### config.mk
export PLATFORM = sky130hd
export DESIGN_NAME = mem_arbiter
export DESIGN_NICKNAME = d
export VERILOG_FILES = /design/src/hdl/mem_pkg.sv /design/src/hdl/mem_arbiter.sv
export SDC_FILE = /design/constraint.sdc
export NUM_CORES = 1
export LEC_CHECK = 0
export BUFFER_PORTS_ARGS = -buffer_cell sky130_fd_sc_hd__buf_2
export CORE_AREA = 4 4 289 291
export DETAILED_ROUTE_END_ITERATION = 10
export DIE_AREA = 0 0 293 295
export HOLD_SLACK_MARGIN = 0.08
export SYNTH_ARGS = -nofsm -noshare
export SYNTH_HDL_FRONTEND = slang
export SYNTH_SLANG_ARGS = --single-unit
### constraint.sdc
create_clock -name clock -period 1.5 [get_ports clock]
set_input_delay 0.15 -clock clock [delete_from_list [all_inputs] [get_ports clock]]
set_output_delay 0.15 -clock clock [all_outputs]
set_load 0.05 [all_outputs]
### src/hdl/mem_pkg.sv
package mem_pkg;

    // bus commands shared by every requester and the memory
    typedef enum logic [1:0] {
        bus_none  = 2'd0,
        bus_load  = 2'd1,
        bus_store = 2'd2
    } bus_command_t;

    localparam int ADDR_BITS = 64;
    localparam int DATA_BITS = 64;

    // tag 0 means no tag, or a refused command
    localparam int TAG_BITS = 4;
    localparam int MEM_TAGS = 4;

    // cycles from load acceptance to its data tag on the memory bus
    localparam int MEM_LATENCY = 8;

    // 8-byte words, indexed by addr[10:3]
    localparam int STORE_WORDS = 256;
    localparam int INDEX_BITS = $clog2(STORE_WORDS);
    localparam int BYTE_OFFSET_BITS = 3;

    localparam int COUNT_BITS = $clog2(MEM_LATENCY);

    typedef logic [ADDR_BITS-1:0] addr_t;
    typedef logic [DATA_BITS-1:0] data_t;
    typedef logic [TAG_BITS-1:0] tag_t;
    typedef logic [INDEX_BITS-1:0] index_t;
    typedef logic [COUNT_BITS-1:0] count_t;

    // stores are acknowledged with a fixed response, never used as a data tag
    localparam tag_t STORE_RESPONSE = tag_t'(1);

    // countdown start so data leaves MEM_LATENCY cycles after acceptance
    localparam count_t LOAD_COUNT = count_t'(MEM_LATENCY - 1);

    // command from a requester, or from the arbiter to memory
    typedef struct packed {
        bus_command_t command;
        addr_t        addr;
        data_t        data;
    } mem_req_t;

    // memory reply: acceptance response plus returning load data and tag
    typedef struct packed {
        tag_t  response;
        data_t data;
        tag_t  tag;
    } mem_resp_t;

endpackage

### src/hdl/mem_arbiter.sv
module mem_arbiter (
    input  logic               clock,
    input  logic               reset,
    input  mem_pkg::mem_req_t  imem_req,
    input  mem_pkg::mem_req_t  dmem_req,
    input  mem_pkg::mem_req_t  rmem_req,
    input  mem_pkg::mem_resp_t mem_resp,
    output mem_pkg::mem_req_t  mem_req,
    output mem_pkg::mem_resp_t imem_resp,
    output mem_pkg::mem_resp_t dmem_resp,
    output mem_pkg::tag_t      rmem_response
);

    typedef enum logic [1:0] {
        arb_idle,
        arb_imem,
        arb_dmem,
        arb_rmem
    } arb_state_t;

    arb_state_t state;
    arb_state_t next_state;

    logic imem_wants;
    logic dmem_wants;
    logic rmem_wants;
    logic accepted;

    assign imem_wants = imem_req.command != mem_pkg::bus_none;
    assign dmem_wants = dmem_req.command != mem_pkg::bus_none;
    assign rmem_wants = rmem_req.command != mem_pkg::bus_none;

    // any non-zero memory response means the command was taken
    assign accepted = mem_resp.response != '0;

    // forward the command of the requester being served
    always_comb begin
        mem_req = '0;
        mem_req.command = mem_pkg::bus_none;
        case (state)
            arb_imem: mem_req = imem_req;
            arb_dmem: mem_req = dmem_req;
            arb_rmem: mem_req = rmem_req;
            default: mem_req.command = mem_pkg::bus_none;
        endcase
    end

    // retire first, then the other cache path, never the same requester twice in a row
    always_comb begin
        next_state = state;
        case (state)
            arb_idle: begin
                if (rmem_wants) begin
                    next_state = arb_rmem;
                end else if (dmem_wants) begin
                    next_state = arb_dmem;
                end else if (imem_wants) begin
                    next_state = arb_imem;
                end
            end
            arb_imem: begin
                if (accepted || !imem_wants) begin
                    if (rmem_wants) begin
                        next_state = arb_rmem;
                    end else if (dmem_wants) begin
                        next_state = arb_dmem;
                    end else begin
                        next_state = arb_idle;
                    end
                end
            end
            arb_dmem: begin
                if (accepted || !dmem_wants) begin
                    if (rmem_wants) begin
                        next_state = arb_rmem;
                    end else if (imem_wants) begin
                        next_state = arb_imem;
                    end else begin
                        next_state = arb_idle;
                    end
                end
            end
            arb_rmem: begin
                // rmem still shows the accepted store this cycle
                if (accepted || !rmem_wants) begin
                    if (dmem_wants) begin
                        next_state = arb_dmem;
                    end else if (imem_wants) begin
                        next_state = arb_imem;
                    end else begin
                        next_state = arb_idle;
                    end
                end
            end
            default: next_state = arb_idle;
        endcase
    end

    always_ff @(posedge clock) begin
        if (reset) begin
            state <= arb_idle;
            imem_resp <= '0;
            dmem_resp <= '0;
            rmem_response <= '0;
        end else begin
            state <= next_state;

            // only the requester being served sees the response
            imem_resp.response <= (state == arb_imem) ? mem_resp.response : '0;
            dmem_resp.response <= (state == arb_dmem) ? mem_resp.response : '0;
            rmem_response <= (state == arb_rmem) ? mem_resp.response : '0;

            // load data broadcast to both cache paths
            imem_resp.data <= mem_resp.data;
            imem_resp.tag <= mem_resp.tag;
            dmem_resp.data <= mem_resp.data;
            dmem_resp.tag <= mem_resp.tag;
        end
    end

endmodule

==> impl_results.md <==
- Syn-to-layout area delta: 143%
- Worst hold path stage count: 2
- CTS tree: built
- Final cell count without fillers: 2413
- DRC: 0
- Layout cell share with drive strength beyond 1: 0.755
- Hold Fails Final Rpt: 0
- Die H: 295 microns
- Wire per inst: 16.9 microns
- Critical path required time: roughly 1400 ps
- Pwr dens: ~830 nW/um^2
- Synthesized flop and latch total: 82
- Hold WC Path Type: in -> reg
- Clk_lat worst skew: 350 ps
- Post-layout util: 0.170
- Worst hold margin: 128 ps
- Failing checks: negative setup slack
- Antenna violations before repair: 16
- Final setup vio count: 131
- Max Fanout on Critical Path: 12
- Site Rows: 104
- Setup TNS: -68790 ps
- Kind of critical path: reg -> out
- Slew headroom: 0.726
- Setup WS pre-CTS: -245 ps
- GPL Wtd Cong: 0.936
- Total Wirelength: ~41 mm
- Unrepaired setup endpoints after global routing: true
- Initial Util: 0.0700
- Ports: 742
- Total Die Area: 86400 sq um
- Vias per cell: between 3 and 4
- Grt met1 use: 0.0917
- Sequential element share of the synthesized area: 0.291
- Flop-to-flop setup slack: -260 ps
- Crit share post-route: 1.41
- Worst r2r dst: state[1]
- Tmin final: 2120 ps
- Initial DRC count: 244
- All-Layer GR Usage: 0.0835
- Worst r2r src: state[0]
- LEAKAGE: 6.79 nW
- Reg2reg path depth: 5
- Vias in the first global route: 8140
- Most frequent cells in the layout: 630 x buf_2, 103 x a22o_4, 80 x dfxtp_1
- Die width: 293 microns
- Arr. time, crit path: 1970 ps
- CP Launch Type: register
- Critical Path Sink Type: output pin
- Core Area: 80500 sq um
- First-pass GRT wire length: around 53 mm
- Drt pass-1 iters: 4
- Psw: 5.03 mW
- Sequential Area: 1650 sq um
- Min-delay src: reset
- Net Sw Frac: 0.442
- Detail Route Antenna Nets: 0
- Fill cells: 8921
- Max-capacitance violation count: 0
- Logic pwr share: 0.597
- Max Slew Vio Count: 0
- Worst vdd ir: 0.453 mV
- Sequential Power Share: 0.209
- Yosys Warn Count: 0
- GRT busiest layer: met2
- Post-DP HPWL: 33.7 mm
- PortBufs: approximately 740
- Fmax: about 0.47 GHz
- CTS Sinks: 82
- Power Total: 11.4 mW
- GRT overflow: 0
- Inst Count DP: 2312
- Syn Nets: 1035
- Post-synthesis instance total: between 500 and 600
- Cell Area, Placed: approximately 12000 sq um
- Design area: 13700 sq um
- Clock network fraction of design power: 0.195
- Hold EP: dmem_resp[55]
- Largest net degree at the start of global routing: 56
- Num CTS Buffers: 9
- Slew @ Worst Pin: 410 ps
- Syn Std Cell Area: between 5000 and 6000 sq um
- DR vias: 7568
- Worst Skew: roughly 11 ps
- Commonest non-fill, non-tap cell in the layout: buf_2
- Clock transition at path regs: around 70 ps
- Netlist cell types: 31
- Root Buffer: clkbuf_16
- Cell internal pwr: 6.35 mW
- PnR worst setup slack: -617 ps
- Area of the multi-input gates: 4330 sq um
- M2 GR Usage: 0.146
- Status: finished with violations
- GR Util met3: 0.0246
- Clock tree buffer depth: 2
- # nets final: 1804
- Avg Cell Area, Syn: roughly 9.9 sq um
- H-tree depth: 3
[repair_timing]
item / in CTS / in global routing
resized for setup: 183 / 111
setup endpoints to repair: 131 / 131
endpoints found under the hold margin: 66 / 0
pin swaps: 15 / 3
hold buffers: 66 / 0
gates cloned: 2 / 4
setup buffers: 5 / 4
[cell usage after synthesis, drive strengths merged]
cell	n	area (sq um)
mux2	130	1460
or2b	1	7.51
or4	1	11.3
nand2b	5	31.3
nand2	1	3.75
nor2	15	56.3
a22o	130	1140
dfxtp	82	1640
a211oi	1	7.51
nor3	1	5.00
a221oi	1	8.76
a31o	1	8.76
nor4	1	6.26
a21oi	1	5.00
clkbuf	31	116
o211ai	1	7.51
or3	1	6.26
buf	90	613
a31oi	1	6.26
mux2i	1	10.0
o31ai	2	28.8
or2	1	6.26
o21ai	2	10.0
nor2b	69	432
a2111oi	1	10.0
[worst max-delay path by stage]
stage	start	to	slack, ps	cells after the start
CTS	state[0]	mem_req[41]	-660	5
detailed placement	state[0]	mem_req[119]	-250	6
floorplan	state[0]	mem_req[18]	-70	4
global route	state[0]	mem_req[109]	-690	6
finish	state[0]	mem_req[41]	-620	5
global placement	state[0]	mem_req[76]	-230	5
[flip-flops by register name, summed over array words and instances (netlist names)]
| name | cells |
|---|---|
| dmem_resp | 72 |
| imem_resp | 4 |
| rmem_response | 4 |
| state | 2 |
[final cells by class]
cell class / count / share of cell area
clock buffers: 9 / 0.0164
well taps: 1060 / 0.0966
clock inverters: 7 / 0.00528
multi-input cells: 368 / 0.316
repair buffers: 879 / 0.445
diodes: 8 / 0.00146
flip-flops and latches: 82 / 0.120
[logic make-up (layout without fill, tap and decap cells)]
| family | Yosys count | after routing | synth area share |
|---|---|---|---|
| AO/OA/AOI/OAI | 141 | 141 | 0.218 |
| buffers and inverters | 121 | 895 | 0.129 |
| flip-flops | 82 | 82 | 0.291 |
| multiplexers | 131 | 131 | 0.261 |
| other | 0 | 8 | 0 |
| AND/OR/NAND/NOR | 96 | 96 | 0.100 |
[critical path: stages (launching register included)]
cell	delay, ps
dfxtp_4	400
buf_12	180
buf_4	190
mux2_1	370
a22o_4	220
buf_2	210
[power by group through the flow]
stage | sequential [mW] | combinational [mW] | clock (mW)
2_1_floorplan | 2.77 | 3.74 | 0
3_3_place_gp | 2.42 | 5.92 | 0
3_5_place_dp | 2.42 | 5.93 | 0
4_1_cts | 2.37 | 6.58 | 2.35
5_1_grt | 2.38 | 7.08 | 2.40
6_report | 2.37 | 6.79 | 2.21
[metal layers]
| layer | part of all wire | up-vias |
|---|---|---|
| met2 | 0.49 | 476 |
| li1 | - | 3588 |
| met5 | 0.00066 | - |
| met3 | 0.095 | 59 |
| met1 | 0.36 | 3441 |
| met4 | 0.047 | 4 |
(Power assumes the default switching activity.)
