$ cat src/hdl/mem_pkg.sv
package mem_pkg;

    // bus commands shared by every requester and the memory
    typedef enum logic [1:0] {
        bus_none  = 2'd0,
        bus_load  = 2'd1,
        bus_store = 2'd2
    } bus_command_t;

    localparam int ADDR_BITS = 64;
    localparam int DATA_BITS = 64;

    // tag 0 means no tag, or a refused command
    localparam int TAG_BITS = 4;
    localparam int MEM_TAGS = 4;

    // cycles from load acceptance to its data tag on the memory bus
    localparam int MEM_LATENCY = 8;

    // 8-byte words, indexed by addr[10:3]
    localparam int STORE_WORDS = 256;
    localparam int INDEX_BITS = $clog2(STORE_WORDS);
    localparam int BYTE_OFFSET_BITS = 3;

    localparam int COUNT_BITS = $clog2(MEM_LATENCY);

    typedef logic [ADDR_BITS-1:0] addr_t;
    typedef logic [DATA_BITS-1:0] data_t;
    typedef logic [TAG_BITS-1:0] tag_t;
    typedef logic [INDEX_BITS-1:0] index_t;
    typedef logic [COUNT_BITS-1:0] count_t;

    // stores are acknowledged with a fixed response, never used as a data tag
    localparam tag_t STORE_RESPONSE = tag_t'(1);

    // countdown start so data leaves MEM_LATENCY cycles after acceptance
    localparam count_t LOAD_COUNT = count_t'(MEM_LATENCY - 1);

    // command from a requester, or from the arbiter to memory
    typedef struct packed {
        bus_command_t command;
        addr_t        addr;
        data_t        data;
    } mem_req_t;

    // memory reply: acceptance response plus returning load data and tag
    typedef struct packed {
        tag_t  response;
        data_t data;
        tag_t  tag;
    } mem_resp_t;

endpackage

$ cat src/hdl/mem_tag_tracker.sv
module mem_tag_tracker (
    input  logic               clock,
    input  logic               reset,
    input  logic               clearing,
    input  mem_pkg::mem_req_t  mem_req,
    input  mem_pkg::data_t     read_data,
    output mem_pkg::mem_resp_t mem_resp,
    output logic               write_enable,
    output mem_pkg::index_t    write_index,
    output mem_pkg::index_t    read_index,
    output mem_pkg::data_t     write_data
);

    // one entry per usable tag
    typedef struct packed {
        logic            busy;
        mem_pkg::index_t index;
        mem_pkg::count_t count;
    } tag_entry_t;

    tag_entry_t entries [1:mem_pkg::MEM_TAGS];

    mem_pkg::tag_t grant_tag;
    mem_pkg::tag_t done_tag;
    mem_pkg::index_t req_index;
    logic load_accept;

    assign req_index = mem_req.addr[mem_pkg::BYTE_OFFSET_BITS +: mem_pkg::INDEX_BITS];

    // lowest free tag, 0 when all are in flight
    always_comb begin
        grant_tag = '0;
        for (int t = mem_pkg::MEM_TAGS; t >= 1; t--) begin
            if (!entries[t].busy) begin
                grant_tag = mem_pkg::tag_t'(t);
            end
        end
    end

    // loads are accepted one per cycle, so at most one countdown expires at a time
    always_comb begin
        done_tag = '0;
        for (int t = 1; t <= mem_pkg::MEM_TAGS; t++) begin
            if (entries[t].busy && entries[t].count == '0) begin
                done_tag = mem_pkg::tag_t'(t);
            end
        end
    end

    assign load_accept = !clearing && mem_req.command == mem_pkg::bus_load
                         && grant_tag != '0;

    // stores go straight to the array at the next edge
    assign write_enable = !clearing && mem_req.command == mem_pkg::bus_store;
    assign write_index = req_index;
    assign write_data = mem_req.data;

    // read at return time so later stores are seen
    assign read_index = (done_tag != '0) ? entries[done_tag].index : '0;

    always_comb begin
        mem_resp.response = '0;
        if (!clearing) begin
            if (mem_req.command == mem_pkg::bus_store) begin
                mem_resp.response = mem_pkg::STORE_RESPONSE;
            end else if (mem_req.command == mem_pkg::bus_load) begin
                mem_resp.response = grant_tag;
            end
        end
        mem_resp.tag = done_tag;
        mem_resp.data = (done_tag != '0) ? read_data : '0;
    end

    always_ff @(posedge clock) begin
        if (reset) begin
            for (int t = 1; t <= mem_pkg::MEM_TAGS; t++) begin
                entries[t].busy <= 1'b0;
            end
        end else begin
            for (int t = 1; t <= mem_pkg::MEM_TAGS; t++) begin
                if (entries[t].busy) begin
                    entries[t].count <= entries[t].count - 1'b1;
                end
                // tag is free again once its data has gone out
                if (mem_pkg::tag_t'(t) == done_tag) begin
                    entries[t].busy <= 1'b0;
                end
                if (load_accept && mem_pkg::tag_t'(t) == grant_tag) begin
                    entries[t].busy <= 1'b1;
                    entries[t].index <= req_index;
                    entries[t].count <= mem_pkg::LOAD_COUNT;
                end
            end
        end
    end

endmodule

$ cat config.mk
export PLATFORM = sky130hd
export DESIGN_NAME = mem_tag_tracker
export DESIGN_NICKNAME = d
export VERILOG_FILES = /design/src/hdl/mem_pkg.sv /design/src/hdl/mem_tag_tracker.sv
export SDC_FILE = /design/constraint.sdc
export NUM_CORES = 1
export LEC_CHECK = 0
export ABC_AREA = 1
export BUFFER_PORTS_ARGS = -buffer_cell sky130_fd_sc_hd__buf_2
export CORE_AREA = 5 5 132 134
export DETAILED_ROUTE_END_ITERATION = 10
export DIE_AREA = 0 0 137 139
export PLACE_DENSITY_LB_ADDON = 0.2
export REMOVE_ABC_BUFFERS = 1
export SETUP_SLACK_MARGIN = 0.02
export SLEW_MARGIN = 5
export SYNTH_ARGS = -nofsm -noshare
export SYNTH_HDL_FRONTEND = slang
export SYNTH_SLANG_ARGS = --single-unit
$ cat constraint.sdc
create_clock -name clock -period 2.1 [get_ports clock]
set_input_delay 0.105 -clock clock [delete_from_list [all_inputs] [get_ports clock]]
set_output_delay 0.105 -clock clock [all_outputs]
set_load 0.1 [all_outputs]
==> tab_implementation.tex <==
\begin{tabular}{lr}
\hline
Metric & Value \\
\hline
\multicolumn{2}{l}{\textbf{Die}} \\
\quad \# IOs & 350 \\
\quad Die Footprint & 19000 µm² \\
\quad Die Y-Extent & 139 µm \\
\quad Starting Density & 21.6\% \\
\quad Standard cell core area & 16200 µm² \\
\quad Cell Rows & 47 \\
\quad Die W & 137 µm \\
\multicolumn{2}{l}{\textbf{Clocking}} \\
\quad Hold-fix buffer count after cts & 0 \\
\quad Insertion delay to the later sink of the worst-skew pair & 290 ps \\
\quad Clock-pin slew on the worst setup and hold paths & roughly 70 ps \\
\quad TritonCTS clock tree & done \\
\quad Sinks on Clock Net & 48 \\
\quad H-tree lvl count & 2 \\
\quad Cell at the root of the clock tree & clkbuf\_16 \\
\quad Clock tree buffer depth & 2 \\
\quad Clock buffer count from CTS & 5 \\
\multicolumn{2}{l}{\textbf{Global routing}} \\
\quad Final global-route overflow total & 0 \\
\quad Wire length of the first global-routing pass & 28.3 mm \\
\quad Maximum number of pins on one net before global-route repair & 20 \\
\quad GRT Util Overall & 22.5\% \\
\quad Via count of the first global-routing pass & between 3k and 4k \\
\quad Antenna violations before repair & 1 \\
\multicolumn{2}{l}{\textbf{Pwr}} \\
\quad Maximum resistive drop on vdd & 0.355 mV \\
\quad Static leakage & 3.09 nW \\
\quad Areal power density over the cells & 486 nW/µm² \\
\quad PnR Total Power & 0.00307 W \\
\multicolumn{2}{l}{\textbf{Worst setup path}} \\
\quad Cell with the largest stage delay on the worst path & edfxtp\_1 \\
\quad Capturing element type of the critical path & output port \\
\quad Max FO, Critical Path & 4 \\
\quad Setup crit end & read\_index[2] \\
\quad Slowest stage delay, CP & 400 ps \\
\quad Count of cell instances traversed by the critical path & 11 \\
\quad Required time of the worst setup path & about 2000 ps \\
\quad Internal reg-to-reg setup slack & between 300 and 400 ps \\
\quad Worst R2R Start & entries[2][11]\$\_DFFE\_PP\_ \\
\quad Bufs and invs on worst path & 4 \\
\quad Worst Setup Path Type & reg -> out \\
\quad Worst Setup SP & entries[1][0]\$\_SDFFCE\_PP1P\_ \\
\quad Largest delay contributor family on the critical path & buffers and inverters \\
\quad Reg2Reg Depth & 5 \\
\quad Data arrival, critical path & 2030 ps \\
\quad Crit Reg-Reg Endpoint & entries[3][1]\$\_SDFFCE\_PP1P\_ \\
\quad Critical-path cell list & inv\_2 > ha\_4 > nand2\_4 > nor2\_4 > nand3\_4 > nand4\_4 > buf\_6 > buf\_6 > nand2\_4 > a21oi\_4 > buf\_12 \\
\quad Kind of start point of the critical path & flip-flop \\
\multicolumn{2}{l}{\textbf{Yosys}} \\
\quad Largest cells by area after synthesis & edfxtp\_1 41\%, buf\_4 16\%, inv\_1 11\%, nand2\_1 11\%, nand3\_1 3.3\% \\
\quad Number of synthesized flops with an enable pin & 48 \\
\quad Commonest register cell after synthesis & edfxtp\_1 \\
\quad Count of unique library cells instantiated by Yosys & 30 \\
\quad Average instance area after synthesis & 8.33 µm² \\
\quad Most area-hungry cell type in the Yosys netlist & edfxtp\_1 \\
\quad Yosys reg bits & 48 \\
\quad Netlist area before placement & between 3000 and 4000 µm² \\
\quad Number of warnings reported in the yosys synthesis log & 0 \\
\quad Sequential-to-total area share from yosys stat & 41.3\% \\
\quad Share of the synthesized area in the top cell type & 41.3\% \\
\quad Post-Synthesis Cells & around 420 \\
\quad Share of synthesized registers carrying an async set or reset & 0\% \\
\multicolumn{2}{l}{\textbf{Detailed routing}} \\
\quad DRT iter0 DRCs & between 100 and 150 \\
\quad Routed len/inst & about 30 µm \\
\quad Via count of the routed design & 3244 \\
\quad TritonRoute pass-1 iters & 4 \\
\quad DRT Wirelength & 22.8 mm \\
\quad Vias/cell & approximately 4.2 \\
\quad Residual antenna-violating net count after detailed routing & 0 \\
\quad Final routed DRC violation total & 0 \\
\multicolumn{2}{l}{\textbf{Status}} \\
\quad Violations in the final reports & setup timing \\
\quad Status & finished, violations left \\
\multicolumn{2}{l}{\textbf{Cells and area}} \\
\quad Most common library cell in the layout ignoring fill and taps & buf\_2 \\
\quad Final-stage net count & 753 \\
\quad Flip-flop count of the largest register after layout & 48 \\
\quad Most flops, register & entries \\
\quad Most frequent cells in the layout & 88 x buf\_2, 80 x buf\_12, 68 x inv\_2 \\
\quad Final std cell area, no fill & roughly 6300 µm² \\
\quad Number of fillers in the final layout & between 1.5k and 2k \\
\quad Fraction of final layout cells with drive strength greater than 1 & 72.1\% \\
\quad Area growth from synthesis to final layout & 80.7\% \\
\quad Largest registers & entries (48) \\
\quad Fin cells & 770 \\
\multicolumn{2}{l}{\textbf{Place}} \\
\quad Pre-CTS WS & -12.2 ps \\
\quad Number of port buffers & 163 \\
\quad Global placer's final weighted congestion & 0.783 \\
\quad Number of placed cells counting well taps & approximately 730 \\
\quad Placed instance area & a little over 5000 µm² \\
\quad Detailed placer's ending HPWL & a little under 20 mm \\
\multicolumn{2}{l}{\textbf{STA}} \\
\quad Worst slew pin tran & 485 ps \\
\quad Count of endpoints failing setup in the final report & 4 \\
\quad Final min period & 2140 ps \\
\quad Period Utilization, post-route & 102\% \\
\quad Maximum clock frequency & 0.468 GHz \\
\quad Final Hold Fails & 0 \\
\quad RSZ-0062 raised after global routing & yes \\
\quad Clock tree skew after final layout & approximately 4.7 ps \\
\quad Worst Setup Slack, final & -38.5 ps \\
\quad Relative slew slack & slightly below 70\% \\
\quad Total Negative Setup Slacks & -79.7 ps \\
\quad Final-report max-slew violation count & 0 \\
\multicolumn{2}{l}{\textbf{Run}} \\
\quad Maximum Capacitance Violations & 0 \\
\multicolumn{2}{l}{\textbf{Min path}} \\
\quad Type of the tightest min-delay check & in -> reg \\
\quad Start point of the worst hold path & mem\_req[67] \\
\hline
\end{tabular}
-- worst min-delay path by stage --
stage / end / slack, ps / depth (start not counted)
after floorplan: entries[1][10]$_DFFE_PP_ / 200 / 0
after global placement: write_data[11] / 210 / 0
after detailed placement: write_data[11] / 210 / 0
after CTS: entries[3][3]$_DFFE_PP_ / 40 / 1
after global routing: entries[3][3]$_DFFE_PP_ / 50 / 1
final: entries[3][3]$_DFFE_PP_ / 40 / 1
-- area by class of cell --
type                       instances  area [µm²]  area share (%)
antenna                            1        2.50          0.0397
sequential                        48        1440            22.9
timing repair buffer             203        2470            39.1
tap                              220         275            4.37
clock buffer                       5         125            1.98
inverter                         104         417            6.61
clock inverter                     3        47.5           0.754
multi-input combinational        186        1530            24.3
-- per-layer routing --
metal  up-vias  wire length (µm)  global-route usage (%)
li1       1453                 -                       -
met4         2               308                    2.73
met2       339             13900                    48.5
met5         -               107                    4.23
met1      1432              4550                    12.9
met3        18              3940                    17.5
-- power by group --
part / internal [W] / switching, W
clock network: 0.000566 / 0.000356
registers: 0.00107 / 0.0000109
logic: 0.000363 / 0.000697
total: 0.00200 / 0.00106
-- timing repair --
action / CTS / global route
resized for setup: 105 / 115
buffers inserted: 13 / 4
pin swaps: 12 / 6
setup endpoints to repair: 73 / 72
gates cloned: 4 / 7
-- per-stage QoR --
stage,hold WS (ps),utilization [%]
6_report,41.1,39.0
5_1_grt,47.0,39.0
4_1_cts,39.1,35.6
3_5_place_dp,211,32.1
3_3_place_gp,211,32.1
2_1_floorplan,204,-
-- cell usage after synthesis (4+ instances only) --
library cell / number
o21ai_0: 5
ha_1: 8
edfxtp_1: 48
inv_1: 99
or2_2: 8
nand2_1: 99
a21oi_2: 6
xnor2_1: 4
nand3_1: 23
buf_6: 7
buf_4: 74
a21oi_1: 11
nor2_1: 4
-- cells by family after synthesis --
group / count (synthesis) / synth area share (%)
buf+inv: 188 / 30.5
simple gates: 146 / 20.1
flops: 48 / 41.3
compound gates: 24 / 4.16
fa+ha+maj: 8 / 2.87
xor+xnor: 4 / 1.00
other cells: 1 / 0.108
Power figures use the tool's default switching activity.
